`config.mk`:
```
export PLATFORM = sky130hd
export DESIGN_NAME = decode_stage
export DESIGN_NICKNAME = d
export VERILOG_FILES = /design/src/isa_pkg.sv /design/src/uarch_pkg.sv /design/src/core_decode.sv /design/src/decode_conds.sv /design/src/decode_data.sv /design/src/decode_ldst.sv /design/src/decode_mul.sv /design/src/decode_stage.sv
export SDC_FILE = /design/constraint.sdc
export NUM_CORES = 1
export LEC_CHECK = 0
export BUFFER_PORTS_ARGS = -buffer_cell sky130_fd_sc_hd__buf_2
export CORE_UTILIZATION = 30
export CTS_CLUSTER_DIAMETER = 40
export DETAILED_ROUTE_END_ITERATION = 8
export PLACE_DENSITY_LB_ADDON = 0.25
export SETUP_SLACK_MARGIN = 0.02
export SLEW_MARGIN = 25
export SYNTH_ARGS = -nofsm -noshare
export SYNTH_HDL_FRONTEND = slang
export SYNTH_SLANG_ARGS = --single-unit
```
`constraint.sdc`:
```
create_clock -name clk -period 0.9 [get_ports clk]
set_input_delay 0 -clock clk [delete_from_list [all_inputs] [get_ports clk]]
set_output_delay 0 -clock clk [all_outputs]
set_load 0.01 [all_outputs]
```
`src/isa_pkg.sv`:
```
package isa_pkg;

	typedef logic [31:0] word;
	typedef logic [3:0]  reg_num;
	typedef logic [3:0]  cond_code;
	typedef logic [3:0]  alu_op;

	// ~~~~~~~~~~~~~~~~~~~~~~~~~~~~~~~~~~~~~~~~~~~~~~~~~~~~~~~~~~~~~~~~~~~~~~~~~~~~
	// field positions
	localparam int cond_msb = 31;
	localparam int cond_lsb = 28;
	localparam int op_msb   = 27;
	localparam int op_lsb   = 20;
	localparam int link_bit = 24;

	// matched against insn[27:20]
	localparam logic [7:0] group_b               = 8'b101?????;
	localparam logic [7:0] group_mul             = 8'b000000??; // plus 1001 in bits 7..4
	localparam logic [7:0] group_alu             = 8'b00??????;
	localparam logic [7:0] group_ldst_single_imm = 8'b010?????;
	localparam logic [7:0] group_ldst_single_reg = 8'b011?????;
	localparam logic [7:0] group_ldst_mult       = 8'b100?????;

	// ~~~~~~~~~~~~~~~~~~~~~~~~~~~~~~~~~~~~~~~~~~~~~~~~~~~~~~~~~~~~~~~~~~~~~~~~~~~~
	// condition codes
	localparam cond_code eq = 4'b0000;
	localparam cond_code ne = 4'b0001;
	localparam cond_code cs = 4'b0010;
	localparam cond_code cc = 4'b0011;
	localparam cond_code mi = 4'b0100;
	localparam cond_code pl = 4'b0101;
	localparam cond_code vs = 4'b0110;
	localparam cond_code vc = 4'b0111;
	localparam cond_code hi = 4'b1000;
	localparam cond_code ls = 4'b1001;
	localparam cond_code ge = 4'b1010;
	localparam cond_code lt = 4'b1011;
	localparam cond_code gt = 4'b1100;
	localparam cond_code le = 4'b1101;
	localparam cond_code al = 4'b1110;
	localparam cond_code nv = 4'b1111;

	// data-processing opcodes, bits 24..21
	localparam alu_op and_op = 4'b0000;
	localparam alu_op eor_op = 4'b0001;
	localparam alu_op sub_op = 4'b0010;
	localparam alu_op rsb_op = 4'b0011;
	localparam alu_op add_op = 4'b0100;
	localparam alu_op adc_op = 4'b0101;
	localparam alu_op sbc_op = 4'b0110;
	localparam alu_op rsc_op = 4'b0111;
	localparam alu_op tst_op = 4'b1000;
	localparam alu_op teq_op = 4'b1001;
	localparam alu_op cmp_op = 4'b1010;
	localparam alu_op cmn_op = 4'b1011;
	localparam alu_op orr_op = 4'b1100;
	localparam alu_op mov_op = 4'b1101;
	localparam alu_op bic_op = 4'b1110;
	localparam alu_op mvn_op = 4'b1111;

	localparam reg_num r14 = 4'd14; // link register
	localparam reg_num r15 = 4'd15; // pc

	// the same word seen as data processing or as single/multiple transfer
	typedef union packed {
		struct packed {
			cond_code    cond;
			logic [1:0]  cls;
			logic        imm;
			alu_op       opcode;
			logic        s;
			reg_num      rn;
			reg_num      rd;
			logic [11:0] operand2;
		} dp;
		struct packed {
			cond_code    cond;
			logic [2:0]  cls; // bit 25 set means register offset
			logic        p;
			logic        u;
			logic        b;   // s bit for ldm/stm
			logic        w;
			logic        l;
			reg_num      rn;
			reg_num      rd;
			logic [11:0] offset;
		} ldst;
	} insn_word_u;

endpackage

```
`src/uarch_pkg.sv`:
```
package uarch_pkg;

	typedef logic [1:0] shift_kind;

	localparam shift_kind lsl = 2'b00;
	localparam shift_kind lsr = 2'b01;
	localparam shift_kind asr = 2'b10;
	localparam shift_kind ror = 2'b11;

	// ~~~~~~~~~~~~~~~~~~~~~~~~~~~~~~~~~~~~~~~~~~~~~~~~~~~~~~~~~~~~~~~~~~~~~~~~~~~~
	// control field widths
	localparam int imm_width     = 12;
	localparam int offset_width  = 24; // branch offset before extension
	localparam int reglist_width = 16;
	localparam int shamt_width   = 5;

	// immediates the decoder makes up on its own
	localparam logic [imm_width-1:0] link_adjust = 12'd4; // lr = pc - 4
	localparam logic [imm_width-1:0] ldm_step    = 12'd4; // one word per register

	// strobes, alu, second operand, branch, ldst, mul
	localparam int ctrl_width = 8
		+ 13
		+ (1 + imm_width + 4 + 1 + 2 + shamt_width)
		+ 32
		+ 5 + reglist_width
		+ 5;

endpackage
```
`src/core_decode.sv`:
```
`timescale 1ns/1ps

module core_decode (
	input  isa_pkg::word                        insn,
	input  logic [3:0]                          flags, // n z c v
	output logic                                execute, undefined, branch, ldst, mul,
	output logic                                writeback, update_flags, restore_spsr,
	output isa_pkg::alu_op                      alu_op,
	output isa_pkg::reg_num                     rd, rn,
	output logic                                uses_rn,
	output logic                                snd_is_imm,
	output logic [uarch_pkg::imm_width-1:0]     snd_imm,
	output isa_pkg::reg_num                     snd_r,
	output logic                                snd_shift_by_reg,
	output uarch_pkg::shift_kind                snd_shift,
	output logic [uarch_pkg::shamt_width-1:0]   snd_shift_imm,
	output logic [31:0]                         branch_offset,
	output logic                                ldst_load, ldst_byte, ldst_pre, ldst_up,
	output logic                                ldst_base_wb,
	output logic [uarch_pkg::reglist_width-1:0] ldst_reglist,
	output logic                                mul_accumulate,
	output isa_pkg::reg_num                     mul_ra
);

	logic [7:0] op;
	logic cond_execute, cond_undefined, is_mult, dp_ext, dp_psr;

	isa_pkg::alu_op data_op;
	isa_pkg::reg_num data_rd, data_rn, data_snd_r, data_snd_rs;
	logic data_uses_rn, data_writeback, data_update_flags, data_restore_spsr;
	logic data_snd_is_imm, data_snd_shift_by_reg, data_undefined;
	logic [uarch_pkg::imm_width-1:0] data_snd_imm;
	uarch_pkg::shift_kind data_snd_shift;
	logic [uarch_pkg::shamt_width-1:0] data_snd_shift_imm;

	isa_pkg::reg_num ls_rn, ls_rd, ls_off_r;
	logic ls_off_is_imm, ls_restore_spsr;
	logic [uarch_pkg::imm_width-1:0] ls_off_imm;
	uarch_pkg::shift_kind ls_off_shift;
	logic [uarch_pkg::shamt_width-1:0] ls_off_shift_imm;

	isa_pkg::reg_num mul_rd, mul_rn, mul_rs, mul_rm;
	logic mul_s, mul_undefined;

	assign op      = insn[isa_pkg::op_msb:isa_pkg::op_lsb];
	assign is_mult = op ==? isa_pkg::group_ldst_mult;
	assign dp_ext  = !insn[25] && insn[7] && insn[4]; // mul, swap and halfword space
	assign dp_psr  = insn[24:23] == 2'b10 && !insn[20]; // mrs/msr

	assign branch_offset = {{(30 - uarch_pkg::offset_width){insn[uarch_pkg::offset_width-1]}},
		insn[uarch_pkg::offset_width-1:0], 2'b00};

	decode_conds conds (
		.cond(insn[isa_pkg::cond_msb:isa_pkg::cond_lsb]),
		.flags,
		.execute(cond_execute),
		.undefined(cond_undefined)
	);

	decode_data group_data (
		.insn, .op(data_op), .rd(data_rd), .rn(data_rn), .uses_rn(data_uses_rn),
		.writeback(data_writeback), .update_flags(data_update_flags),
		.restore_spsr(data_restore_spsr), .snd_is_imm(data_snd_is_imm),
		.snd_imm(data_snd_imm), .snd_r(data_snd_r), .snd_rs(data_snd_rs),
		.snd_shift_by_reg(data_snd_shift_by_reg), .snd_shift(data_snd_shift),
		.snd_shift_imm(data_snd_shift_imm), .undefined(data_undefined)
	);

	decode_ldst group_ldst (
		.insn, .multiple(is_mult), .load(ldst_load), .byte_size(ldst_byte),
		.pre_index(ldst_pre), .up(ldst_up), .base_writeback(ldst_base_wb),
		.rn(ls_rn), .rd(ls_rd), .offset_is_imm(ls_off_is_imm), .offset_imm(ls_off_imm),
		.offset_r(ls_off_r), .offset_shift(ls_off_shift),
		.offset_shift_imm(ls_off_shift_imm), .reglist(ldst_reglist),
		.restore_spsr(ls_restore_spsr)
	);

	decode_mul group_mul (
		.insn, .rd(mul_rd), .rn(mul_rn), .rs(mul_rs), .rm(mul_rm),
		.accumulate(mul_accumulate), .update_flags(mul_s), .undefined(mul_undefined)
	);

	// ~~~~~~~~~~~~~~~~~~~~~~~~~~~~~~~~~~~~~~~~~~~~~~~~~~~~~~~~~~~~~~~~~~~~~~~~~~~~
	// group select, order matters since mul sits inside the alu space
	always_comb begin
		branch = 1'b0;
		ldst = 1'b0;
		mul = 1'b0;
		undefined = cond_undefined;
		writeback = 1'b0;
		update_flags = 1'b0;
		restore_spsr = 1'b0;
		alu_op = data_op;
		rd = data_rd;
		rn = data_rn;
		uses_rn = 1'b1;
		snd_is_imm = 1'b1;
		snd_imm = data_snd_imm;
		snd_r = data_snd_r;
		snd_shift_by_reg = 1'b0;
		snd_shift = uarch_pkg::lsl;
		snd_shift_imm = '0;
		mul_ra = mul_rn;

		if (op ==? isa_pkg::group_b) begin
			branch = 1'b1;
			if (insn[isa_pkg::link_bit]) begin
				alu_op = isa_pkg::sub_op; // lr = pc - 4
				rd = isa_pkg::r14;
				rn = isa_pkg::r15;
				snd_imm = uarch_pkg::link_adjust;
				writeback = 1'b1;
			end
		end else if (op ==? isa_pkg::group_mul && insn[7:4] == 4'b1001) begin
			mul = 1'b1;
			rd = mul_rd;
			rn = mul_rs;
			snd_is_imm = 1'b0;
			snd_r = mul_rm;
			writeback = 1'b1;
			update_flags = mul_s;
			undefined |= mul_undefined;
		end else if (op ==? isa_pkg::group_alu && !dp_ext && !dp_psr) begin
			uses_rn = data_uses_rn;
			writeback = data_writeback;
			update_flags = data_update_flags;
			restore_spsr = data_restore_spsr;
			snd_is_imm = data_snd_is_imm;
			snd_shift_by_reg = data_snd_shift_by_reg;
			snd_shift = data_snd_shift;
			snd_shift_imm = data_snd_shift_imm;
			mul_ra = data_snd_rs; // third read port serves rs on reg shifts
			undefined |= data_undefined;
		end else if (op ==? isa_pkg::group_ldst_single_imm
				|| op ==? isa_pkg::group_ldst_single_reg || is_mult) begin
			ldst = 1'b1;
			alu_op = ldst_up ? isa_pkg::add_op : isa_pkg::sub_op;
			rd = ls_rd;
			rn = ls_rn;
			writeback = ldst_load || ldst_base_wb;
			restore_spsr = ls_restore_spsr;
			snd_is_imm = ls_off_is_imm;
			snd_imm = is_mult ? uarch_pkg::ldm_step : ls_off_imm;
			snd_r = ls_off_r;
			snd_shift = ls_off_shift;
			snd_shift_imm = ls_off_shift_imm;
			undefined |= !ls_off_is_imm && insn[4]; // media space
		end else begin
			undefined = 1'b1; // misc ldst, swap, coprocessor, psr, swi
		end

		execute = cond_execute && !undefined;
		if (undefined) begin
			branch = 1'b0;
			ldst = 1'b0;
			mul = 1'b0;
			writeback = 1'b0;
			update_flags = 1'b0;
			restore_spsr = 1'b0;
		end
	end

	assert final ($isunknown(insn) || undefined || $onehot0({branch, ldst, mul}))
		else $error("more than one instruction group selected");

endmodule

```
`src/decode_conds.sv`:
```
`timescale 1ns/1ps

module decode_conds (
	input  isa_pkg::cond_code cond,
	input  logic [3:0]        flags,
	output logic              execute,
	output logic              undefined
);

	logic n, z, c, v;

	assign {n, z, c, v} = flags;
	assign undefined = cond == isa_pkg::nv;

	always_comb begin
		unique case (cond)
			isa_pkg::eq: execute = z;
			isa_pkg::ne: execute = !z;
			isa_pkg::cs: execute = c;
			isa_pkg::cc: execute = !c;
			isa_pkg::mi: execute = n;
			isa_pkg::pl: execute = !n;
			isa_pkg::vs: execute = v;
			isa_pkg::vc: execute = !v;
			isa_pkg::hi: execute = c && !z;
			isa_pkg::ls: execute = !c || z;
			isa_pkg::ge: execute = n == v;
			isa_pkg::lt: execute = n != v;
			isa_pkg::gt: execute = !z && (n == v);
			isa_pkg::le: execute = z || (n != v);
			isa_pkg::al: execute = 1'b1;
			default:     execute = 1'b0; // nv
		endcase
	end

	assert final ($isunknown({cond, flags}) || !(execute && undefined))
		else $error("condition both executes and is undefined");

endmodule

```
`src/decode_data.sv`:
```
`timescale 1ns/1ps

module decode_data (
	input  isa_pkg::insn_word_u               insn,
	output isa_pkg::alu_op                    op,
	output isa_pkg::reg_num                   rd,
	output isa_pkg::reg_num                   rn,
	output logic                              uses_rn,
	output logic                              writeback,
	output logic                              update_flags,
	output logic                              restore_spsr,
	output logic                              snd_is_imm,
	output logic [uarch_pkg::imm_width-1:0]   snd_imm,
	output isa_pkg::reg_num                   snd_r,
	output isa_pkg::reg_num                   snd_rs,
	output logic                              snd_shift_by_reg,
	output uarch_pkg::shift_kind              snd_shift,
	output logic [uarch_pkg::shamt_width-1:0] snd_shift_imm,
	output logic                              undefined
);

	logic compare;

	assign op = insn.dp.opcode;
	assign rd = insn.dp.rd;
	assign rn = insn.dp.rn;

	assign compare = op inside {isa_pkg::tst_op, isa_pkg::teq_op,
		isa_pkg::cmp_op, isa_pkg::cmn_op};

	assign uses_rn      = !(op == isa_pkg::mov_op || op == isa_pkg::mvn_op);
	assign writeback    = !compare;
	assign update_flags = insn.dp.s || compare; // compares always set flags
	assign restore_spsr = insn.dp.s && !compare && rd == isa_pkg::r15; // movs pc, lr and friends

	// ~~~~~~~~~~~~~~~~~~~~~~~~~~~~~~~~~~~~~~~~~~~~~~~~~~~~~~~~~~~~~~~~~~~~~~~~~~~~
	// operand2: rotated 8-bit immediate or shifted rm
	assign snd_is_imm       = insn.dp.imm;
	assign snd_imm          = {4'b0, insn.dp.operand2[7:0]};
	assign snd_r            = insn.dp.operand2[3:0];
	assign snd_rs           = insn.dp.operand2[11:8];
	assign snd_shift_by_reg = !insn.dp.imm && insn.dp.operand2[4];

	always_comb begin
		if (insn.dp.imm) begin
			snd_shift     = uarch_pkg::ror;
			snd_shift_imm = {insn.dp.operand2[11:8], 1'b0}; // rotate by twice the field
		end else begin
			snd_shift     = insn.dp.operand2[6:5];
			snd_shift_imm = insn.dp.operand2[11:7];
		end
	end

	assign undefined = snd_shift_by_reg && (snd_rs == isa_pkg::r15 || snd_r == isa_pkg::r15);

endmodule

```
`src/decode_ldst.sv`:
```
`timescale 1ns/1ps

module decode_ldst (
	input  isa_pkg::insn_word_u                 insn,
	input  logic                                multiple,
	output logic                                load,
	output logic                                byte_size,
	output logic                                pre_index,
	output logic                                up,
	output logic                                base_writeback,
	output isa_pkg::reg_num                     rn,
	output isa_pkg::reg_num                     rd,
	output logic                                offset_is_imm,
	output logic [uarch_pkg::imm_width-1:0]     offset_imm,
	output isa_pkg::reg_num                     offset_r,
	output uarch_pkg::shift_kind                offset_shift,
	output logic [uarch_pkg::shamt_width-1:0]   offset_shift_imm,
	output logic [uarch_pkg::reglist_width-1:0] reglist,
	output logic                                restore_spsr
);

	assign load           = insn.ldst.l;
	assign byte_size      = insn.ldst.b && !multiple; // b is the s bit on ldm/stm
	assign pre_index      = insn.ldst.p;
	assign up             = insn.ldst.u;
	assign base_writeback = insn.ldst.w || (!insn.ldst.p && !multiple); // post-index writes back
	assign rn             = insn.ldst.rn;
	assign rd             = insn.ldst.rd;

	assign offset_is_imm = multiple || !insn.ldst.cls[0];
	assign offset_imm    = insn.ldst.offset;
	assign offset_r      = insn.ldst.offset[3:0];

	always_comb begin
		if (offset_is_imm) begin
			offset_shift     = uarch_pkg::lsl;
			offset_shift_imm = '0;
		end else begin
			offset_shift     = insn.ldst.offset[6:5];
			offset_shift_imm = insn.ldst.offset[11:7];
		end
	end

	assign reglist = {insn.ldst.rd, insn.ldst.offset};

	// ldm with s and pc in the list returns from exception
	assign restore_spsr = multiple && insn.ldst.b && insn.ldst.l && reglist[15];

	assert final ($isunknown({multiple, reglist}) || !multiple || reglist != '0)
		else $error("ldm/stm with an empty register list");

endmodule

```
`src/decode_mul.sv`:
```
`timescale 1ns/1ps

module decode_mul (
	input  isa_pkg::word    insn,
	output isa_pkg::reg_num rd,
	output isa_pkg::reg_num rn,
	output isa_pkg::reg_num rs,
	output isa_pkg::reg_num rm,
	output logic            accumulate,
	output logic            update_flags,
	output logic            undefined
);

	assign rd           = insn[19:16]; // swapped against data processing
	assign rn           = insn[15:12]; // accumulate operand
	assign rs           = insn[11:8];
	assign rm           = insn[3:0];
	assign accumulate   = insn[21];
	assign update_flags = insn[20];

	assign undefined = rd == isa_pkg::r15 || rd == rm;

endmodule

```
`src/decode_stage.sv`:
```
`timescale 1ns/1ps

module decode_stage (
	input  logic                                clk,
	input  logic                                rst_n,
	input  logic                                insn_valid,
	input  isa_pkg::word                        insn,
	input  logic [3:0]                          flags, // n z c v
	input  logic                                stall,
	output logic                                out_valid,
	output logic                                execute, undefined, branch, ldst, mul,
	output logic                                writeback, update_flags, restore_spsr,
	output isa_pkg::alu_op                      alu_op,
	output isa_pkg::reg_num                     rd, rn,
	output logic                                uses_rn,
	output logic                                snd_is_imm,
	output logic [uarch_pkg::imm_width-1:0]     snd_imm,
	output isa_pkg::reg_num                     snd_r,
	output logic                                snd_shift_by_reg,
	output uarch_pkg::shift_kind                snd_shift,
	output logic [uarch_pkg::shamt_width-1:0]   snd_shift_imm,
	output logic [31:0]                         branch_offset,
	output logic                                ldst_load, ldst_byte, ldst_pre, ldst_up,
	output logic                                ldst_base_wb,
	output logic [uarch_pkg::reglist_width-1:0] ldst_reglist,
	output logic                                mul_accumulate,
	output isa_pkg::reg_num                     mul_ra
);

	logic execute_d, undefined_d, branch_d, ldst_d, mul_d;
	logic writeback_d, update_flags_d, restore_spsr_d, uses_rn_d;
	logic snd_is_imm_d, snd_shift_by_reg_d;
	logic ldst_load_d, ldst_byte_d, ldst_pre_d, ldst_up_d, ldst_base_wb_d, mul_accumulate_d;
	isa_pkg::alu_op alu_op_d;
	isa_pkg::reg_num rd_d, rn_d, snd_r_d, mul_ra_d;
	logic [uarch_pkg::imm_width-1:0] snd_imm_d;
	uarch_pkg::shift_kind snd_shift_d;
	logic [uarch_pkg::shamt_width-1:0] snd_shift_imm_d;
	logic [31:0] branch_offset_d;
	logic [uarch_pkg::reglist_width-1:0] ldst_reglist_d;

	logic [uarch_pkg::ctrl_width-1:0] ctrl_d, ctrl_q;

	core_decode decode (
		.insn, .flags,
		.execute(execute_d), .undefined(undefined_d), .branch(branch_d), .ldst(ldst_d),
		.mul(mul_d), .writeback(writeback_d), .update_flags(update_flags_d),
		.restore_spsr(restore_spsr_d), .alu_op(alu_op_d), .rd(rd_d), .rn(rn_d),
		.uses_rn(uses_rn_d), .snd_is_imm(snd_is_imm_d), .snd_imm(snd_imm_d),
		.snd_r(snd_r_d), .snd_shift_by_reg(snd_shift_by_reg_d), .snd_shift(snd_shift_d),
		.snd_shift_imm(snd_shift_imm_d), .branch_offset(branch_offset_d),
		.ldst_load(ldst_load_d), .ldst_byte(ldst_byte_d), .ldst_pre(ldst_pre_d),
		.ldst_up(ldst_up_d), .ldst_base_wb(ldst_base_wb_d), .ldst_reglist(ldst_reglist_d),
		.mul_accumulate(mul_accumulate_d), .mul_ra(mul_ra_d)
	);

	assign ctrl_d = {execute_d, undefined_d, branch_d, ldst_d, mul_d,
		writeback_d, update_flags_d, restore_spsr_d,
		alu_op_d, rd_d, rn_d, uses_rn_d,
		snd_is_imm_d, snd_imm_d, snd_r_d, snd_shift_by_reg_d, snd_shift_d, snd_shift_imm_d,
		branch_offset_d,
		ldst_load_d, ldst_byte_d, ldst_pre_d, ldst_up_d, ldst_base_wb_d, ldst_reglist_d,
		mul_accumulate_d, mul_ra_d};

	// stall freezes everything, upstream keeps the word until it drops
	always_ff @(posedge clk or negedge rst_n) begin
		if (!rst_n) begin
			out_valid <= 1'b0;
			ctrl_q <= '0;
		end else if (!stall) begin
			out_valid <= insn_valid;
			if (insn_valid)
				ctrl_q <= ctrl_d;
		end
	end

	assign {execute, undefined, branch, ldst, mul,
		writeback, update_flags, restore_spsr,
		alu_op, rd, rn, uses_rn,
		snd_is_imm, snd_imm, snd_r, snd_shift_by_reg, snd_shift, snd_shift_imm,
		branch_offset,
		ldst_load, ldst_byte, ldst_pre, ldst_up, ldst_base_wb, ldst_reglist,
		mul_accumulate, mul_ra} = ctrl_q;

	assert property (@(posedge clk) disable iff (!rst_n)
		stall |=> $stable(ctrl_q) && $stable(out_valid))
		else $error("decode outputs moved during stall");

endmodule

```
* Word-level counts from Yosys, hierarchy flattened
Cells that the tools add are included.
Storage, ports and cells: output and inout bits 105, input bits 40, word-level logic and storage cells 162, flip-flop bits (word level) 103
Operators by class: reductions and logical operators 49, muxes and demuxes 73, eq/ne operators 34, bitwise logic cells 4
Operators with widths (count):
- $eq 4x4->1 const B | 19
- $mux 12 | 5
- $mux 4 | 13
- $mux 1 | 40
- $mux 5 | 5
- $logic_and 1x1->1 | 19
- $eq 4x3->1 const B | 4
- $pmux 1 s15 | 1
- $logic_not 1->1 | 14
- $mux 2 | 6
- $logic_or 1x1->1 | 11
- $eq 4x2->1 const B | 2
- $mux 8 | 1
- $eq 3x2->1 const B | 2
- $eq 3x3->1 const B | 2
- $logic_not 6->1 | 1
- $mux 3 | 2
- $eq 4x1->1 const B | 1
- $eq 4x4->1 | 1
- $logic_not 4->1 | 1
- $reduce_bool 4->1 | 1
- $or 1x1->1 | 3
- $eq 2x2->1 const B | 1
- $logic_not 2->1 | 1
- other kinds (4) | 4

* Longest topological paths before layout
word-level depth 11, depth in mapped cells 7, mapped depth without buffers 5

* Hierarchy
From an unflattened synthesis, not the netlist that was laid out.
Unflattened totals: cell total of the unflattened synthesis 573, area, all modules 6622.6 µm²
Modules (own cells, without submodules):
- decode_stage | times used 1, cells an instance 223, sequential area each 2627.5 µm², area each 4093.9 µm²
- core_decode | times used 1, cells an instance 191, sequential area each 0.0 µm², area each 1336.3 µm²
- decode_ldst | times used 1, cells an instance 55, sequential area each 0.0 µm², area each 424.2 µm²
- decode_data | times used 1, cells an instance 50, sequential area each 0.0 µm², area each 372.9 µm²
- decode_conds | times used 1, cells an instance 30, sequential area each 0.0 µm², area each 202.7 µm²
- decode_mul | times used 1, cells an instance 24, sequential area each 0.0 µm², area each 192.7 µm²

* Worst setup path after synthesis
No wires, ideal clock.
path kind input-to-reg, start in insn[23], end reg ctrl_q[58] (netlist bit), library setup time 0.121 ns, stages on the path 6, buffers on the path 1, data arrival time 1.217 ns, data required time 0.779 ns, path slack -0.438 ns, cell sequence clkbuf_1 > nor4_1 > nand3b_1 > a21boi_0 > and3_1 > a22o_1
Between the ends: word-level cells in the longest chain between the ends 7
Ends and longest elaborated chain:
- start: declaration | line decode_stage.sv:7 | input isa_pkg::word insn,
- $eq 2x2->1 | line core_decode.sv:48 | assign dp_psr = insn[24:23] == 2'b10 && !insn[20];
- $logic_and 1x1->1 | line core_decode.sv:48
- $logic_not 1->1 | line core_decode.sv:123 | end else if (op ==? isa_pkg::group_alu && !dp_ext && !dp_psr) begin
- $logic_and 1x1->1 | line core_decode.sv:123
- $mux 5 | line core_decode.sv:123
- $mux 5 * | line core_decode.sv:114 | end else if (op ==? isa_pkg::group_mul && insn[7:4] == 4'b1001) begin
- $mux 5 * | line core_decode.sv:105 | if (op ==? isa_pkg::group_b) begin
- end signal: assignment | line decode_stage.sv:73 | ctrl_q <= ctrl_d;
- end: declaration | line decode_stage.sv:42 | logic [uarch_pkg::ctrl_width-1:0] ctrl_d, ctrl_q;
Every way passes the cells marked *; elsewhere a longest branch is shown, timed or not. A chain may end at the register's enable or synchronous reset.

* Worst setup path in the final report
start in insn[18], end reg ctrl_q[97] (netlist bit)
Between the ends: word-level cells in the longest chain between the ends 6
Ends and longest elaborated chain:
- $eq 4x4->1 | line decode_mul.sv:21 | assign undefined = rd == isa_pkg::r15 || rd == rm;
- $logic_or 1x1->1 * | line decode_mul.sv:21
- $or 1x1->1 * | line core_decode.sv:122 | undefined |= mul_undefined;
- $mux 1 * | line core_decode.sv:114
- $mux 1 * | line core_decode.sv:105
- $mux 1 * | line core_decode.sv:153 | if (undefined) begin
Marked as above.

==> run metrics <==
design area between 5000 and 6000 um^2; crit path kind in -> reg; Synth Warn # 0; top post-synthesis cells by area dfrtp_1 (51%), nand2_1 (12%), buf_4 (6.4%); Clock Path Buffers 2; Synth cell types 52; largest delay contributor family on the critical path compound AO/OA/AOI/OAI gates; cell count along the critical path 7; total wire length 11.96 mm; Max-Cap Viols 0; syn avg cell area 9.099 um^2; DR iter-0 viols 301; critical path's slowest cell o41ai_4; WL/cell approximately 16 um; count of input and output buffers 142; leakage power 3.082 nW; CP required 1120 ps; maximum clock rate 0.9321 GHz; clk_skew 0 ps; CP endpoint kind register; Post-Synthesis Cell Area ~3600 um^2; Min Hold Slack 0.8223 ps; DR vias 3,644; most common cell after layout, fill and taps aside buf_2; commonest cells after routing, fill and taps aside buf_2 (122), nand2_1 (116), buf_4 (93), dfrtp_1 (73), buf_6 (24); DR pass1 iterations 7; H-tree depth 3; DRC 13; n_diodes 0; max incr delay on CP 460 ps; I/O pin cnt 145; critical-path cell list buf_12, xor2_4, o41ai_4, nor4_4, nor3_2, buf_4, o21ai_1; Worst VDD drop 0.8925 mV; top cell type's share of synthesized area 50.75%; fin crit period 1073 ps; Initial Util between 30% and 40%; Setup violations, final 17; ys async rst share 100.0%; Hold EP ctrl_q[2]$_DFFE_PN0P_; root buffer cell clkbuf_16; worst reg2reg endpoint ctrl_q[81]$_DFFE_PN0P_; DP Wirelength about 8.6 mm; HP Class in -> reg; critical path arrival ~1300 ps; placed instance area 4850 um^2; crit path buf inv count 2; GR Overflow Total 0; clock sinks 74; RSZ-0062 raised after global routing true; worst r2r path cells 2; core area 11,610 um^2; Tot GR Track Use 18.63%; Seq cells post-synth 74; worst-skew pair later-pin latency between 300 and 400 ps; Final Hold Fails 0; max-slew violations 0; Inserted Clock Buffers 9; Die W 112.3 um; Cells after Synth 401; fin util about 50%; layout cell share with drive strength beyond 1 47.90%; Reg-to-Reg Start ctrl_q[81]$_DFFE_PN0P_; min-delay src insn[14]; largest net degree at the start of global routing 47; number of enable flip-flop cells after synthesis 0; maximum fanout along the worst path 3; failing checks design-rule violations, negative setup slack; number of global-route vias before repair 3,376; Site Rows 39; Worst-path clk slew around 60 ps; Worst R2R Setup Slack 70 ps; post-synthesis sequential area ratio 50.75%; CTS tree done; Routability Congestion between 0.8 and 0.9; die height 112.3 um; first-pass GRT wire length 18.08 mm; CP startpoint kind primary input; Synth area leader dfrtp_1; run status finished, violations left; drt via density about 4.8; P&R area growth vs syn 59.33%; Pwr Density 1829 nW/um^2; Final nets 654; initial antenna violation count 1; Hold Path Depth 3; period utilization 119.2%; Place WS -564.2 ps; Die Footprint 12,610 um^2; final worst slack -172.9 ps; post-route ant nets 0; Post-synth top flop dfrtp_1
==> cells in the mapped netlist (all sizes together), types with 2 or more instances <==
cell type,count
a21oi,10
a221oi,2
a22o,8
and3,2
buf,35
clkbuf,17
dfrtp,74
inv,5
mux2,2
mux2i,9
nand2,119
nand2b,7
nand3,3
nand3b,2
nand4,5
nor2,21
nor2b,5
nor3,4
nor4,2
o21ai,37
o311a,3
o31ai,4
o41ai,3
xor2,4
==> metrics by stage <==
step	instances	total power, W	TNS (ps)
2_1_floorplan	402	0.005146	-4868
3_3_place_gp	706	0.006121	-13640
3_5_place_dp	706	0.006149	-14540
4_1_cts	736	0.01038	-1439
5_1_grt	761	0.01110	-2945
6_report	761	0.01063	-1998
==> repair_timing <==
item,CTS,global route
gates resized for setup,26,53
setup buffers,9,24
gates cloned,0,1
pin swaps,11,4
setup endpoints to repair,58,107
hold buffers,7,0
hold endpoints to repair,80,0
==> worst max path at each step <==
stage | start | end
6_report | insn[18] | ctrl_q[97]$_DFFE_PN0P_
5_1_grt | insn[18] | ctrl_q[97]$_DFFE_PN0P_
4_1_cts | insn[18] | ctrl_q[97]$_DFFE_PN0P_
3_5_place_dp | insn[24] | ctrl_q[96]$_DFFE_PN0P_
3_3_place_gp | insn[0] | ctrl_q[102]$_DFFE_PN0P_
2_1_floorplan | insn[26] | ctrl_q[58]$_DFFE_PN0P_
==> worst reg2reg max path, stage by stage (launching register included) <==
cell,delay [ps]
dfrtp_1,390
buf_4,140
a22o_1,190
==> layout make-up <==
class,count,area (um^2)
repair buffers,253,1784
multi-input cells,271,1643
well taps,143,178.9
clock buffers,10,229.0
inverters,5,21.27
clock inverters,5,103.9
flip-flops and latches,74,1853
fillers,1107,5801
==> registers in the layout, summed over array words and instances (netlist names) <==
register,flops
ctrl_q,73
out_valid,1
==> report_power, final <==
| group | internal [W] | switching (W) | total (W) |
|---|---|---|---|
| Combinational | 0.00128 | 0.00131 | 0.00259 |
| Sequential | 0.00371 | 0.000239 | 0.00395 |
| Clock | 0.00269 | 0.00140 | 0.00409 |
| Total | 0.00769 | 0.00295 | 0.0106 |
==> kinds of logic (layout without fill, tap and decap cells) <==
logic type                after synthesis  count (layout)  share of synthesized area [%]
and+or+nand+nor                       175             175                          21.23
muxes                                  11              11                          3.086
AOI/OAI and AO/OA                      78              78                          14.34
DFF                                    74              74                          50.75
other                                   1               2                         0.1028
xor gates and xnor gates                5               5                          1.200
buffers and inverters                  57             273                          9.293
==> layer usage <==
metal	up-vias	global-route usage, %	part of all wire [%]
met5	-	0	0
met4	0	7.200	1.6
met3	12	3.834	6.0
met2	122	27.66	46
met1	1752	26.62	47
li1	1758	-	-
Note: power is estimated with default switching activity, not from simulation.
